<file path="src/i3c_consts.svh">
// Shared constants of the I3C controller, included by the RTL and the testbench
`ifndef I3C_CONSTS_SVH
`define I3C_CONSTS_SVH

// Device Address Table size
`define I3C_DAT_DEPTH 8

// System clocks per SCL quarter period
`define I3C_SCL_DIV 4

// Host register byte offsets
`define I3C_REG_CMD    8'h00
`define I3C_REG_STATUS 8'h04
`define I3C_REG_RXDATA 8'h08

// STATUS bit positions
`define I3C_STAT_BUSY    0
`define I3C_STAT_DONE    1
`define I3C_STAT_NACK    2
`define I3C_STAT_ERR     3
`define I3C_STAT_OVERRUN 4

`endif

</file>
<file path="src/i3c_pkg.sv">
// Types shared by the I3C controller blocks: DAT entries, command words and responses
`include "i3c_consts.svh"

package i3c_pkg;

  // Index into the Device Address Table
  typedef logic [$clog2(`I3C_DAT_DEPTH)-1:0] dat_idx_t;

  typedef struct packed {
    logic       valid;
    logic [6:0] addr;   // Dynamic address
  } dat_entry_t;

  // Top bit of every command word
  typedef enum logic {
    CMD_XFER   = 1'b0,
    CMD_DAT_WR = 1'b1
  } cmd_attr_e;

  // Single-byte private transfer
  typedef struct packed {
    cmd_attr_e                    attr;
    dat_idx_t                     idx;
    logic                         rnw;
    logic [7:0]                   data;   // Write byte, ignored on reads
    logic [21-$bits(dat_idx_t):0] rsvd;
  } xfer_cmd_t;

  // Programs one DAT entry
  typedef struct packed {
    cmd_attr_e                    attr;
    dat_idx_t                     idx;
    dat_entry_t                   entry;
    logic [22-$bits(dat_idx_t):0] rsvd;
  } dat_wr_cmd_t;

  // One command word, attr selects the view
  typedef union packed {
    xfer_cmd_t   xfer;
    dat_wr_cmd_t dat_wr;
  } cmd_desc_u;

  typedef struct packed {
    logic       nack;
    logic       err;
    logic [7:0] data;   // Last received byte
  } i3c_rsp_t;

endpackage

</file>
<file path="src/i3c_dat.sv">
// Device Address Table: reset-cleared valid bits, address storage and a registered read port
`timescale 1ns/1ps
`include "i3c_consts.svh"

module i3c_dat (
  input  logic                clk_i,
  input  logic                arst_n_i,
  input  logic                we_i,
  input  i3c_pkg::dat_idx_t   waddr_i,
  input  i3c_pkg::dat_entry_t wdata_i,
  input  logic                re_i,
  input  i3c_pkg::dat_idx_t   raddr_i,
  output i3c_pkg::dat_entry_t rdata_o
);

  logic [`I3C_DAT_DEPTH-1:0] valid_q;
  logic [6:0]                addr_mem [`I3C_DAT_DEPTH];

  // Entries start out invalid
  always_ff @(posedge clk_i or negedge arst_n_i) begin
    if (!arst_n_i) begin
      valid_q <= '0;
    end else if (we_i) begin
      valid_q[waddr_i] <= wdata_i.valid;
    end
  end

  always_ff @(posedge clk_i) begin
    if (we_i) begin
      addr_mem[waddr_i] <= wdata_i.addr;
    end
  end

  // Read data valid the cycle after re_i
  always_ff @(posedge clk_i) begin
    if (re_i) begin
      rdata_o.valid <= valid_q[raddr_i];
      rdata_o.addr  <= addr_mem[raddr_i];   // Old data on a same-cycle write
    end
  end

endmodule

</file>
<file path="src/i3c_scl_gen.sv">
// SCL divider: free-running quarter-period strobe, SCL level and mid-low/mid-high strobes
`timescale 1ns/1ps
`include "i3c_consts.svh"

module i3c_scl_gen (
  input  logic clk_i,
  input  logic arst_n_i,
  input  logic run_i,
  output logic scl_o,
  output logic quarter_tick_o,
  output logic drive_tick_o,
  output logic sample_tick_o
);

  localparam int unsigned CntW = $clog2(`I3C_SCL_DIV + 1);

  logic [CntW-1:0] div_q;
  logic [1:0]      phase_q;   // Quarters 0 and 1 low, 2 and 3 high

  assign quarter_tick_o = (div_q == CntW'(`I3C_SCL_DIV - 1));

  // Runs even while the bus is idle, for START and STOP timing
  always_ff @(posedge clk_i or negedge arst_n_i) begin
    if (!arst_n_i) begin
      div_q <= '0;
    end else if (quarter_tick_o) begin
      div_q <= '0;
    end else begin
      div_q <= div_q + 1'b1;
    end
  end

  always_ff @(posedge clk_i or negedge arst_n_i) begin
    if (!arst_n_i) begin
      phase_q <= 2'd0;
    end else if (!run_i) begin
      phase_q <= 2'd0;   // Next run starts with SCL low
    end else if (quarter_tick_o) begin
      phase_q <= phase_q + 2'd1;
    end
  end

  assign scl_o         = ~run_i | phase_q[1];   // Parked high when stopped
  assign drive_tick_o  = run_i & quarter_tick_o & (phase_q == 2'd0);
  assign sample_tick_o = run_i & quarter_tick_o & (phase_q == 2'd2);

endmodule

</file>
<file path="src/i3c_csr.sv">
// Host register block: serves req/ack accesses, keeps status and hands commands to the controller
`timescale 1ns/1ps
`include "i3c_consts.svh"

module i3c_csr (
  input  logic               clk_i,
  input  logic               arst_n_i,
  input  logic               host_req_i,
  input  logic               host_we_i,
  input  logic [7:0]         host_addr_i,
  input  logic [31:0]        host_wdata_i,
  output logic               host_ack_o,
  output logic [31:0]        host_rdata_o,
  output logic               cmd_req_o,
  output i3c_pkg::cmd_desc_u cmd_o,
  input  logic               cmd_ack_i,
  input  i3c_pkg::i3c_rsp_t  rsp_i,
  output logic               irq_o
);

  logic       req_q;      // Synchronizing stage of host_req_i
  logic       busy_q;
  logic       done_q;
  logic       nack_q;
  logic       err_q;
  logic       overrun_q;
  logic [7:0] rxdata_q;
  logic       access;
  logic       cmd_wr;
  logic       status_wr;
  logic       cmd_done;
  logic [4:0] status;

  assign access    = req_q & host_req_i & ~host_ack_o;
  assign cmd_wr    = access & host_we_i & (host_addr_i == `I3C_REG_CMD);
  assign status_wr = access & host_we_i & (host_addr_i == `I3C_REG_STATUS);
  assign cmd_done  = cmd_req_o & cmd_ack_i;

  always_comb begin
    status                      = '0;
    status[`I3C_STAT_BUSY]      = busy_q;
    status[`I3C_STAT_DONE]      = done_q;
    status[`I3C_STAT_NACK]      = nack_q;
    status[`I3C_STAT_ERR]       = err_q;
    status[`I3C_STAT_OVERRUN]   = overrun_q;
  end

  // Four-phase host handshake
  always_ff @(posedge clk_i or negedge arst_n_i) begin
    if (!arst_n_i) begin
      req_q      <= 1'b0;
      host_ack_o <= 1'b0;
    end else begin
      req_q <= host_req_i;
      if (!host_req_i) begin
        host_ack_o <= 1'b0;
      end else if (access) begin
        host_ack_o <= 1'b1;
      end
    end
  end

  always_ff @(posedge clk_i) begin
    if (access && !host_we_i) begin
      case (host_addr_i)
        `I3C_REG_STATUS: host_rdata_o <= {27'd0, status};
        `I3C_REG_RXDATA: host_rdata_o <= {24'd0, rxdata_q};
        default:         host_rdata_o <= '0;
      endcase
    end
  end

  // Status flags and the command channel
  always_ff @(posedge clk_i or negedge arst_n_i) begin
    if (!arst_n_i) begin
      cmd_req_o <= 1'b0;
      busy_q    <= 1'b0;
      done_q    <= 1'b0;
      nack_q    <= 1'b0;
      err_q     <= 1'b0;
      overrun_q <= 1'b0;
    end else begin
      if (status_wr) begin   // Any write clears the sticky bits
        done_q    <= 1'b0;
        nack_q    <= 1'b0;
        err_q     <= 1'b0;
        overrun_q <= 1'b0;
      end
      if (cmd_wr) begin
        if (busy_q) begin
          overrun_q <= 1'b1;   // Command dropped
        end else begin
          cmd_req_o <= 1'b1;
          busy_q    <= 1'b1;
        end
      end
      if (cmd_done) begin
        cmd_req_o <= 1'b0;
        done_q    <= 1'b1;
        nack_q    <= nack_q | rsp_i.nack;
        err_q     <= err_q | rsp_i.err;
      end else if (busy_q && !cmd_req_o && !cmd_ack_i) begin
        busy_q <= 1'b0;   // Controller has dropped ack
      end
    end
  end

  always_ff @(posedge clk_i) begin
    if (cmd_wr && !busy_q) begin
      cmd_o <= host_wdata_i;
    end
    if (cmd_done) begin
      rxdata_q <= rsp_i.data;
    end
  end

  assign irq_o = done_q;

  // Ack only after req has passed the synchronizer
  ack_after_req: assert property (@(posedge clk_i) disable iff (!arst_n_i)
    $rose(host_ack_o) |-> $past(host_req_i) && $past(host_req_i, 2));

endmodule

</file>
<file path="src/i3c_sdr_ctrl.sv">
// SDR bus controller: runs DAT writes and single-byte private transfers on SCL/SDA
`timescale 1ns/1ps

module i3c_sdr_ctrl (
  input  logic                clk_i,
  input  logic                arst_n_i,
  input  logic                cmd_req_i,
  input  i3c_pkg::cmd_desc_u  cmd_i,
  output logic                cmd_ack_o,
  output i3c_pkg::i3c_rsp_t   rsp_o,
  output logic                dat_we_o,
  output i3c_pkg::dat_idx_t   dat_waddr_o,
  output i3c_pkg::dat_entry_t dat_wdata_o,
  output logic                dat_re_o,
  output i3c_pkg::dat_idx_t   dat_raddr_o,
  input  i3c_pkg::dat_entry_t dat_rdata_i,
  output logic                scl_run_o,
  input  logic                quarter_tick_i,
  input  logic                drive_tick_i,
  input  logic                sample_tick_i,
  input  logic                sda_i,
  output logic                sda_o,
  output logic                sel_od_pp_o
);

  import i3c_pkg::*;

  typedef enum logic [3:0] {
    ST_IDLE,
    ST_DECODE,
    ST_CHECK,
    ST_START,
    ST_ADDR,
    ST_ACK,
    ST_DATA,
    ST_TBIT,
    ST_STOP,
    ST_STOP_HOLD,
    ST_RESP
  } state_e;

  state_e     state_q;
  logic [2:0] bit_cnt_q;
  logic [7:0] addr_q;   // Dynamic address and RnW
  logic       nack_q;
  logic       err_q;
  logic [7:0] rx_q;
  logic       is_dat_wr;
  logic       rnw;

  // attr sits at the top of both views
  assign is_dat_wr = (cmd_i.xfer.attr == CMD_DAT_WR);
  assign rnw       = cmd_i.xfer.rnw;

  assign dat_we_o    = (state_q == ST_DECODE) & is_dat_wr;
  assign dat_waddr_o = cmd_i.dat_wr.idx;
  assign dat_wdata_o = cmd_i.dat_wr.entry;
  assign dat_re_o    = (state_q == ST_DECODE) & ~is_dat_wr;
  assign dat_raddr_o = cmd_i.xfer.idx;

  assign rsp_o = '{nack: nack_q, err: err_q, data: rx_q};

  always_ff @(posedge clk_i or negedge arst_n_i) begin
    if (!arst_n_i) begin
      state_q     <= ST_IDLE;
      bit_cnt_q   <= '0;
      nack_q      <= 1'b0;
      err_q       <= 1'b0;
      cmd_ack_o   <= 1'b0;
      scl_run_o   <= 1'b0;
      sda_o       <= 1'b1;
      sel_od_pp_o <= 1'b0;
    end else begin
      unique case (state_q)
        ST_IDLE: begin
          if (cmd_req_i) begin
            state_q <= ST_DECODE;
          end
        end
        ST_DECODE: begin
          nack_q <= 1'b0;
          err_q  <= 1'b0;
          if (is_dat_wr) begin   // Entry written this cycle
            cmd_ack_o <= 1'b1;
            state_q   <= ST_RESP;
          end else begin
            state_q <= ST_CHECK;
          end
        end
        ST_CHECK: begin
          if (!dat_rdata_i.valid) begin
            err_q     <= 1'b1;   // No bus activity
            cmd_ack_o <= 1'b1;
            state_q   <= ST_RESP;
          end else begin
            state_q <= ST_START;
          end
        end
        ST_START: begin
          if (quarter_tick_i) begin
            if (sda_o) begin
              sda_o <= 1'b0;   // SDA falls while SCL is high
            end else begin
              scl_run_o <= 1'b1;
              bit_cnt_q <= 3'd7;
              state_q   <= ST_ADDR;
            end
          end
        end
        ST_ADDR: begin
          if (drive_tick_i) begin
            sda_o <= addr_q[bit_cnt_q];
          end
          if (sample_tick_i) begin
            if (bit_cnt_q == 3'd0) begin
              state_q <= ST_ACK;
            end else begin
              bit_cnt_q <= bit_cnt_q - 3'd1;
            end
          end
        end
        ST_ACK: begin
          if (drive_tick_i) begin
            sda_o <= 1'b1;   // Released for the target
          end
          if (sample_tick_i) begin
            bit_cnt_q <= 3'd7;
            if (sda_i) begin
              nack_q  <= 1'b1;
              state_q <= ST_STOP;
            end else begin
              state_q <= ST_DATA;
            end
          end
        end
        ST_DATA: begin
          if (drive_tick_i) begin
            sel_od_pp_o <= 1'b1;   // Push-pull from the first data bit
            sda_o       <= rnw | cmd_i.xfer.data[bit_cnt_q];
          end
          if (sample_tick_i) begin
            if (bit_cnt_q == 3'd0) begin
              state_q <= ST_TBIT;
            end else begin
              bit_cnt_q <= bit_cnt_q - 3'd1;
            end
          end
        end
        ST_TBIT: begin
          if (drive_tick_i) begin
            // Odd parity on writes, end of data on reads
            sda_o <= ~rnw & ~^cmd_i.xfer.data;
          end
          if (sample_tick_i) begin
            state_q <= ST_STOP;
          end
        end
        ST_STOP: begin
          if (drive_tick_i) begin
            sda_o <= 1'b0;
          end
          if (sample_tick_i) begin
            scl_run_o <= 1'b0;   // SCL stays high
            state_q   <= ST_STOP_HOLD;
          end
        end
        ST_STOP_HOLD: begin
          if (quarter_tick_i) begin
            sda_o       <= 1'b1;   // SDA rises, STOP
            sel_od_pp_o <= 1'b0;
            cmd_ack_o   <= 1'b1;
            state_q     <= ST_RESP;
          end
        end
        ST_RESP: begin
          if (!cmd_req_i) begin
            cmd_ack_o <= 1'b0;
            state_q   <= ST_IDLE;
          end
        end
        default: state_q <= ST_IDLE;
      endcase
    end
  end

  always_ff @(posedge clk_i) begin
    if (state_q == ST_CHECK) begin
      addr_q <= {dat_rdata_i.addr, rnw};
    end
    if (state_q == ST_DATA && sample_tick_i && rnw) begin
      rx_q <= {rx_q[6:0], sda_i};   // MSB first
    end
  end

  // Four-phase command channel, ack drops the cycle after req
  ack_within_req: assert property (@(posedge clk_i) disable iff (!arst_n_i)
    cmd_ack_o |-> cmd_req_i || $fell(cmd_req_i));

  // Address and ACK bits go out open-drain
  od_addr_phase: assert property (@(posedge clk_i) disable iff (!arst_n_i)
    state_q inside {ST_START, ST_ADDR, ST_ACK} |-> !sel_od_pp_o);

endmodule

</file>
<file path="src/i3c_wrapper.sv">
// Top level of the reduced I3C controller with digital SCL/SDA pins and a req/ack host port
`timescale 1ns/1ps

module i3c_wrapper (
  input  logic        clk_i,
  input  logic        arst_n_i,
  input  logic        host_req_i,
  input  logic        host_we_i,
  input  logic [7:0]  host_addr_i,
  input  logic [31:0] host_wdata_i,
  output logic        host_ack_o,
  output logic [31:0] host_rdata_o,
  input  logic        scl_i,   // SCL readback, no stretching or arbitration here
  input  logic        sda_i,
  output logic        scl_o,
  output logic        sda_o,
  output logic        sel_od_pp_o,
  output logic        irq_o
);

  import i3c_pkg::*;

  logic       cmd_req;
  cmd_desc_u  cmd;
  logic       cmd_ack;
  i3c_rsp_t   rsp;
  logic       dat_we;
  dat_idx_t   dat_waddr;
  dat_entry_t dat_wdata;
  logic       dat_re;
  dat_idx_t   dat_raddr;
  dat_entry_t dat_rdata;
  logic       scl_run;
  logic       quarter_tick;
  logic       drive_tick;
  logic       sample_tick;

  i3c_csr i3c_csr_inst (
    .clk_i        (clk_i),
    .arst_n_i     (arst_n_i),
    .host_req_i   (host_req_i),
    .host_we_i    (host_we_i),
    .host_addr_i  (host_addr_i),
    .host_wdata_i (host_wdata_i),
    .host_ack_o   (host_ack_o),
    .host_rdata_o (host_rdata_o),
    .cmd_req_o    (cmd_req),
    .cmd_o        (cmd),
    .cmd_ack_i    (cmd_ack),
    .rsp_i        (rsp),
    .irq_o        (irq_o)
  );

  i3c_sdr_ctrl i3c_sdr_ctrl_inst (
    .clk_i          (clk_i),
    .arst_n_i       (arst_n_i),
    .cmd_req_i      (cmd_req),
    .cmd_i          (cmd),
    .cmd_ack_o      (cmd_ack),
    .rsp_o          (rsp),
    .dat_we_o       (dat_we),
    .dat_waddr_o    (dat_waddr),
    .dat_wdata_o    (dat_wdata),
    .dat_re_o       (dat_re),
    .dat_raddr_o    (dat_raddr),
    .dat_rdata_i    (dat_rdata),
    .scl_run_o      (scl_run),
    .quarter_tick_i (quarter_tick),
    .drive_tick_i   (drive_tick),
    .sample_tick_i  (sample_tick),
    .sda_i          (sda_i),
    .sda_o          (sda_o),
    .sel_od_pp_o    (sel_od_pp_o)
  );

  i3c_scl_gen i3c_scl_gen_inst (
    .clk_i          (clk_i),
    .arst_n_i       (arst_n_i),
    .run_i          (scl_run),
    .scl_o          (scl_o),
    .quarter_tick_o (quarter_tick),
    .drive_tick_o   (drive_tick),
    .sample_tick_o  (sample_tick)
  );

  // Stands in for the external DAT RAM
  i3c_dat i3c_dat_inst (
    .clk_i    (clk_i),
    .arst_n_i (arst_n_i),
    .we_i     (dat_we),
    .waddr_i  (dat_waddr),
    .wdata_i  (dat_wdata),
    .re_i     (dat_re),
    .raddr_i  (dat_raddr),
    .rdata_o  (dat_rdata)
  );

endmodule

</file>
<file path="config.mk">
export PLATFORM = sky130hd
export DESIGN_NAME = i3c_wrapper
export DESIGN_NICKNAME = d
export VERILOG_FILES = /design/src/i3c_pkg.sv /design/src/i3c_dat.sv /design/src/i3c_scl_gen.sv /design/src/i3c_csr.sv /design/src/i3c_sdr_ctrl.sv /design/src/i3c_wrapper.sv
export VERILOG_INCLUDE_DIRS = /design/src
export SDC_FILE = /design/constraint.sdc
export NUM_CORES = 1
export LEC_CHECK = 0
export ABC_AREA = 1
export BUFFER_PORTS_ARGS = -buffer_cell sky130_fd_sc_hd__buf_2
export CAP_MARGIN = 20
export CORE_MARGIN = 2
export CORE_UTILIZATION = 36
export CTS_CLUSTER_DIAMETER = 40
export DETAILED_ROUTE_END_ITERATION = 8
export GPL_ROUTABILITY_DRIVEN = 1
export RECOVER_POWER = 25
export SETUP_SLACK_MARGIN = 0.05
export SYNTH_ARGS = -nofsm -noshare
export SYNTH_HDL_FRONTEND = slang
export SYNTH_SLANG_ARGS = --single-unit
</file>
<file path="constraint.sdc">
create_clock -name clk_i -period 2.3 [get_ports clk_i]
set_input_delay 0.115 -clock clk_i [delete_from_list [all_inputs] [get_ports clk_i]]
set_output_delay 0.115 -clock clk_i [all_outputs]
set_load 0.01 [all_outputs]
</file>
==> flow_summary.toml, run 1 <==
[drt]
wl_per_cell_um = 14.1
avgViaCountPerCell = 4.74
drt_wl_total_mm = 12.2
ant_nets = 0
drc = 0
drt-pass1-iter-count = 7
vias = 4105
drt-initial-drc-count = 356

[clock_tree]
cts_tree = "done"
cts_root_buffer = "clkbuf_16"
clk_path_buf_depth = 2
numClockSinks = 143
cts_buffers = 17
path_clk_slew_ns = 0.06
htreeDepth = 4
clk_latency_ns = 0.42

[global_route]
grt_pass1_vias = 3946
overflow = 0
grt_max_degree = 35
grt_usage_pct = 14.3
grt_pass1_wl_mm = 19.9
antenna_found_initial = 0

[critical_path]
reg2reg_depth = 6
worst_ep_required_time_ns = 2.43
crit_fanout = 8
setup.worst_path.class = "flop to flop"
end_kind = "flop"
startpoint_type = "flop"
cp.arrival_ns = 2.04

[floorplanning]
die_h_um = 135
start_util_pct = 37.1
placeableCoreArea_mm2 = 0.0167
dieArea_mm2 = 0.0183
io_pins = 83
num_rows = 47
die_w_um = 135

[synthesis]
synth-edff-count = 109
synthesis.area_mm2 = 0.00619
yosys-top-cells-area = "edfxtp_1 53%, dfrtp_1 13%, nand2_1 7.0%, inv_1 4.5%, buf_4 3.0%"
synth_common_cells = "116 x nand2_1, 109 x edfxtp_1, 75 x inv_1, 36 x nor2_1"
netlist.area_leader.share_pct = 52.9
ys.flop_type = "edfxtp_1"
synth-async-reset-ratio_pct = 23.8
synth_seq_cells = 143
synth_cells = 553
synth.largest_area_cell = "edfxtp_1"
ys_warn_count = 0
ys_types = 41
yosysMostFrequentCell = "nand2_1"
synth_area_per_cell_um2 = 11.2
synth-seq-area-share_pct = 66.6

[power_and_ir_drop]
ir_drop_mv = 0.832
p_leak_uw = 0.00310
finalPower_uw = 7220
pwr_density_cell_mw_per_mm2 = 980

[sta]
fin_setup_tns_ns = 0
rsz0062_at_grt = "false"
drv_slew = 0
finalHoldViolations = 0
fin_skew_ns = 0.0122
max_freq_ghz = 0.522
fin_crit_ns = 1.92
hold_slack_ns = 0.0875
maxSlewHeadroom_pct = 47.6
period_share_pct = 83.3
worstMarginPinSlew_ns = 0.786
finalSetupViolations = 0

[cells_and_area]
drive_gt1_share_pct = 17.0
design_area_mm2 = 0.00737
multi_input_area_mm2 = 0.00165
fill_cells = 1551
num_antenna_cells = 0
syn2layout_area_growth_pct = 19.0
seq_area_mm2 = 0.00413
nNetsFinal = 684

[run]
cap_violations = 0

[placement]
place_area_mm2 = 0.00663
gp_congestion = 0.929
io_buffers = 38
hpwl_mm = 8.69

[hold_path]
min_path_cells = 4
hold_class = "primary input to flop"

[outcome]
status = "completed"
==> cell families after synthesis <==
| group | share of synthesized area, % |
|---|---|
| AOI/OAI and AO/OA | 6.87 |
| buffers and inverters | 8.17 |
| xor gates and xnor gates | 0.425 |
| DFF | 66.6 |
| other | 0.0606 |
| adders and majority gates | 1.01 |
| and+or+nand+nor | 16.8 |
==> flip-flops by register name, summed over array words and instances (netlist names), 2 cells and up <==
| signal | cells |
|---|---|
| i3c_sdr_ctrl_inst.bit_cnt_q | 3 |
| i3c_csr_inst.host_rdata_o | 8 |
| i3c_scl_gen_inst.phase_q | 2 |
| i3c_csr_inst.rxdata_q | 8 |
| i3c_dat_inst.rdata_o | 8 |
| i3c_dat_inst.addr_mem | 56 |
| i3c_sdr_ctrl_inst.addr_q | 8 |
| i3c_dat_inst.valid_q | 8 |
| i3c_sdr_ctrl_inst.rx_q | 8 |
| i3c_csr_inst.cmd_o | 13 |
| i3c_scl_gen_inst.div_q | 3 |
| i3c_sdr_ctrl_inst.state_q | 4 |
==> power by group <==
group          internal (µW)  switching (µW)  total, µW
Clock                   1610            1080       2680
Sequential              3040             178       3220
Combinational            475             839       1310
==> critical path, cell delays in order, from the launching register on <==
cell and delay [ns]:
dfrtp_1 0.44, inv_1 0.12, nand2_2 0.11, nor2_4 0.18, nand2_1 0.24, nor2_1 0.31, buf_4 0.22
==> what timing repair did <==
action | CTS | global route
resized for setup | 0 | 0
endpoints found under the hold margin | 49 | 0
hold buffers | 16 | 0
setup buffers | 0 | 0
==> placed cells by master, fill, tap and decap left out, types with 4 or more instances in the layout <==
| master | count |
|---|---|
| a221oi_1 | 6 |
| dfrtp_1 | 33 |
| buf_4 | 11 |
| o21ai_0 | 14 |
| buf_2 | 36 |
| nand2_1 | 116 |
| ha_1 | 5 |
| nand4_1 | 8 |
| edfxtp_1 | 109 |
| nand2_2 | 10 |
| o21ai_1 | 6 |
| a21oi_1 | 18 |
| nor3_1 | 6 |
| conb_1 | 24 |
| inv_1 | 75 |
| inv_6 | 5 |
| dlygate4sd3_1 | 16 |
| nor2_4 | 4 |
| nand3_1 | 33 |
| inv_2 | 7 |
| nor2_1 | 36 |
| nor2_2 | 4 |
| clkbuf_16 | 17 |
| o22ai_1 | 8 |
==> metal layers <==
layer  vias up  wire (µm)  GRT usage (%)
met5         -          0              0
met4         0        187           4.80
met3        18        787           3.79
met2       135       6070           23.7
met1      1960       5180           18.4
li1       1992          -              -
==> worst paths after layout <==
path	startpoint	endpoint	slack, ns
worst max-delay path	i3c_sdr_ctrl_inst.state_q[1]	i3c_dat_inst.addr_mem[6][3]	0.38
worst min-delay path	host_addr_i[3]	i3c_csr_inst.busy_q	0.09
worst max register to register	i3c_sdr_ctrl_inst.state_q[1]	i3c_dat_inst.addr_mem[6][3]	0.38
worst min register to register	i3c_dat_inst.rdata_o[3]	i3c_sdr_ctrl_inst.addr_q[4]	0.42
max in group asynchronous	arst_n_i	i3c_dat_inst.valid_q[1]	1.48
min in group asynchronous	arst_n_i	i3c_csr_inst.req_q	0.32
==> stage by stage <==
step | instances | setup WS (ns) | utilization (%)
2_1_floorplan | 576 | 0.418 | -
3_3_place_gp | 818 | 0.446 | 39.7
3_5_place_dp | 818 | 0.413 | 39.7
4_1_cts | 866 | 0.390 | 44.1
5_1_grt | 866 | 0.148 | 44.1
6_report | 866 | 0.383 | 44.1
==> cell type report <==
class | instances | share of cell area [%]
Timing Repair Buffer | 65 | 5.84
Clock buffer | 17 | 5.78
Tap cell | 220 | 3.74
Multi-Input combinational cell | 324 | 22.3
Clock inverter | 15 | 2.12
Inverter | 82 | 4.18
Sequential cell | 143 | 56.0
(Power assumes the default switching activity.)
==> run 2, diff against run 1 <==
==> constraint.sdc (replaced) <==
create_clock -name clk_i -period 1.5 [get_ports clk_i]
set_input_delay 0.075 -clock clk_i [delete_from_list [all_inputs] [get_ports clk_i]]
set_output_delay 0.075 -clock clk_i [all_outputs]
set_load 0.01 [all_outputs]
==> run 2 against run 1 <==
Effect of this change:
- the run now ends with setup timing left
- core utilization is 8.7 points higher
- via count is 12% higher
- clock skew is 0.0015 ns lower
- flip-flop and latch count stayed put
- first-iteration DRC count is 33% lower
- largest power group unchanged
==> flow_summary.toml, run 2 (synthesized netlist as in run 1, its figures left out) <==
[outcome]
status = "complete, but fails checks"
violations = "setup timing"

[sta]
period_share_pct = 111
fin_crit_ns = 1.67
max_freq_ghz = 0.600
finalHoldViolations = 0
maxSlewHeadroom_pct = 23.2
rsz0062_at_grt = "true"
drv_slew = 0
fin_skew_ns = 0.0107
worstMarginPinSlew_ns = 1.15
finalSetupViolations = 73
setup_ws_ns = -0.166

[critical_path]
path_depth = 8
path_buf_inv = 3
crit_fanout = 6
startpoint_type = "flop"
worst_ep_required_time_ns = 1.67
path_delay_family = "flip-flops"
slowest_stage = "edfxtp_1"
crit_chain = "buf_4 > nand3_2 > inv_2 > nand2_1 > o21ai_0 > a221oi_2 > buf_4 > nand2_1"
slowest_delay_ns = 0.50
end_kind = "flop"
cp.arrival_ns = 1.84
setup.worst_path.class = "flop to flop"
reg2reg_depth = 8

[placement]
place_area_mm2 = 0.00732
io_buffers = 38
hpwl_mm = 9.65
place_inst = 887
gp_congestion = 0.884

[hold_path]
hold_class = "primary input to flop"
min_path_cells = 3

[drt]
ant_nets = 0
avgViaCountPerCell = 4.71
wl_per_cell_um = 15.1
drt_wl_total_mm = 14.7
drt-pass1-iter-count = 4
drt-initial-drc-count = 240
drc = 0
vias = 4585

[power_and_ir_drop]
pwr_density_cell_mw_per_mm2 = 1420
finalPower_uw = 12600
ir_drop_mv = 1.10
p_leak_uw = 0.00374

[cells_and_area]
seq_area_mm2 = 0.00413
regMostFlops = "i3c_dat_inst.addr_mem"
num_antenna_cells = 0
syn2layout_area_growth_pct = 42.4
fill_cells = 1394
largest_reg_flops = 56
design_area_mm2 = 0.00881
multi_input_area_mm2 = 0.00212
drive_gt1_share_pct = 38.8
final_cells = 973
largest_registers = "i3c_dat_inst.addr_mem (56), i3c_csr_inst.cmd_o (13)"
final_common_cell = "edfxtp_1"
final_cell_mix = "109 x edfxtp_1, 101 x nand2_1, 81 x buf_4"
nNetsFinal = 791

[clock_tree]
cts_buffers = 17
htreeDepth = 4
clk_latency_ns = 0.43
cts_root_buffer = "clkbuf_16"
cts_tree = "done"
clk_path_buf_depth = 2
numClockSinks = 143
path_clk_slew_ns = 0.06

[floorplanning]
dieArea_mm2 = 0.0183
io_pins = 83
num_rows = 47
die_h_um = 135
start_util_pct = 37.1
die_w_um = 135
placeableCoreArea_mm2 = 0.0167

[global_route]
grt_max_degree = 19
grt_usage_pct = 16.8
antenna_found_initial = 0
overflow = 0
grt_pass1_wl_mm = 23.4
grt_pass1_vias = 4665

[run]
cap_violations = 0
[run 2: repair_timing]
action / 4_1_cts / 5_1_grt
endpoints found under the hold margin: 49 / 0
setup buffers: 21 / 13
setup endpoints to repair: 110 / 122
cloned: 6 / 0
pin swaps: 30 / 32
hold buffers: 16 / 0
gates resized for setup: 55 / 61
[run 2: worst paths after layout]
kind                                                  end                     from  slack (ns)
setup reg to reg                  i3c_dat_inst.rdata_o[6]   i3c_csr_inst.cmd_o[30]       -0.17
hold reg to reg               i3c_sdr_ctrl_inst.addr_q[1]  i3c_dat_inst.rdata_o[0]        0.42
hold / removal               i3c_csr_inst.host_rdata_o[7]                host_we_i        0.11
max in group asynchronous         i3c_sdr_ctrl_inst.sda_o                 arst_n_i        0.34
min in group asynchronous  i3c_sdr_ctrl_inst.bit_cnt_q[2]                 arst_n_i        0.41
setup / recovery                  i3c_dat_inst.rdata_o[6]   i3c_csr_inst.cmd_o[30]       -0.17
[run 2: cell type report]
class | count | area share, %
Sequential cell | 143 | 46.8
Multi-Input combinational cell | 330 | 24.0
Timing Repair Buffer | 166 | 15.7
Clock buffer | 19 | 5.02
Inverter | 82 | 3.61
Tap cell | 220 | 3.12
Clock inverter | 13 | 1.72
[run 2: through the flow]
| stage | setup TNS (ns) | hold slack, ns | util (%) | setup WS (ns) |
|---|---|---|---|---|
| after CTS | -2.93 | 0.0926 | 50.9 | -0.102 |
| after global routing | -10.82 | 0.102 | 52.8 | -0.248 |
| after detailed placement | -7.81 | 0.0711 | 43.8 | -0.191 |
| after global placement | -4.59 | 0.0655 | 43.8 | -0.139 |
| final | -4.76 | 0.108 | 52.8 | -0.166 |
| after floorplan | -0.597 | -0.221 | - | -0.0372 |
[run 2: routing by layer]
layer  wire (µm)  vias to the layer above  global-route usage (%)
met5           0                        -                       0
met4         350                        0                    7.29
met3         797                       29                    4.20
met2        7240                      123                    27.3
met1        6300                     2219                    21.5
li1            -                     2214                       -
[run 2: report_power, final]
| part | switching (µW) | leakage, µW | total (µW) | internal [µW] |
|---|---|---|---|---|
| Combinational | 1870 | 0.00205 | 3410 | 1540 |
| Clock | 1720 | 0.000283 | 4240 | 2530 |
| Sequential | 236 | 0.00141 | 4910 | 4670 |
[run 2: worst min-delay path: stages]
cell	delay (ns)
buf_2	0.09
nor2_1	0.04
buf_4	0.16
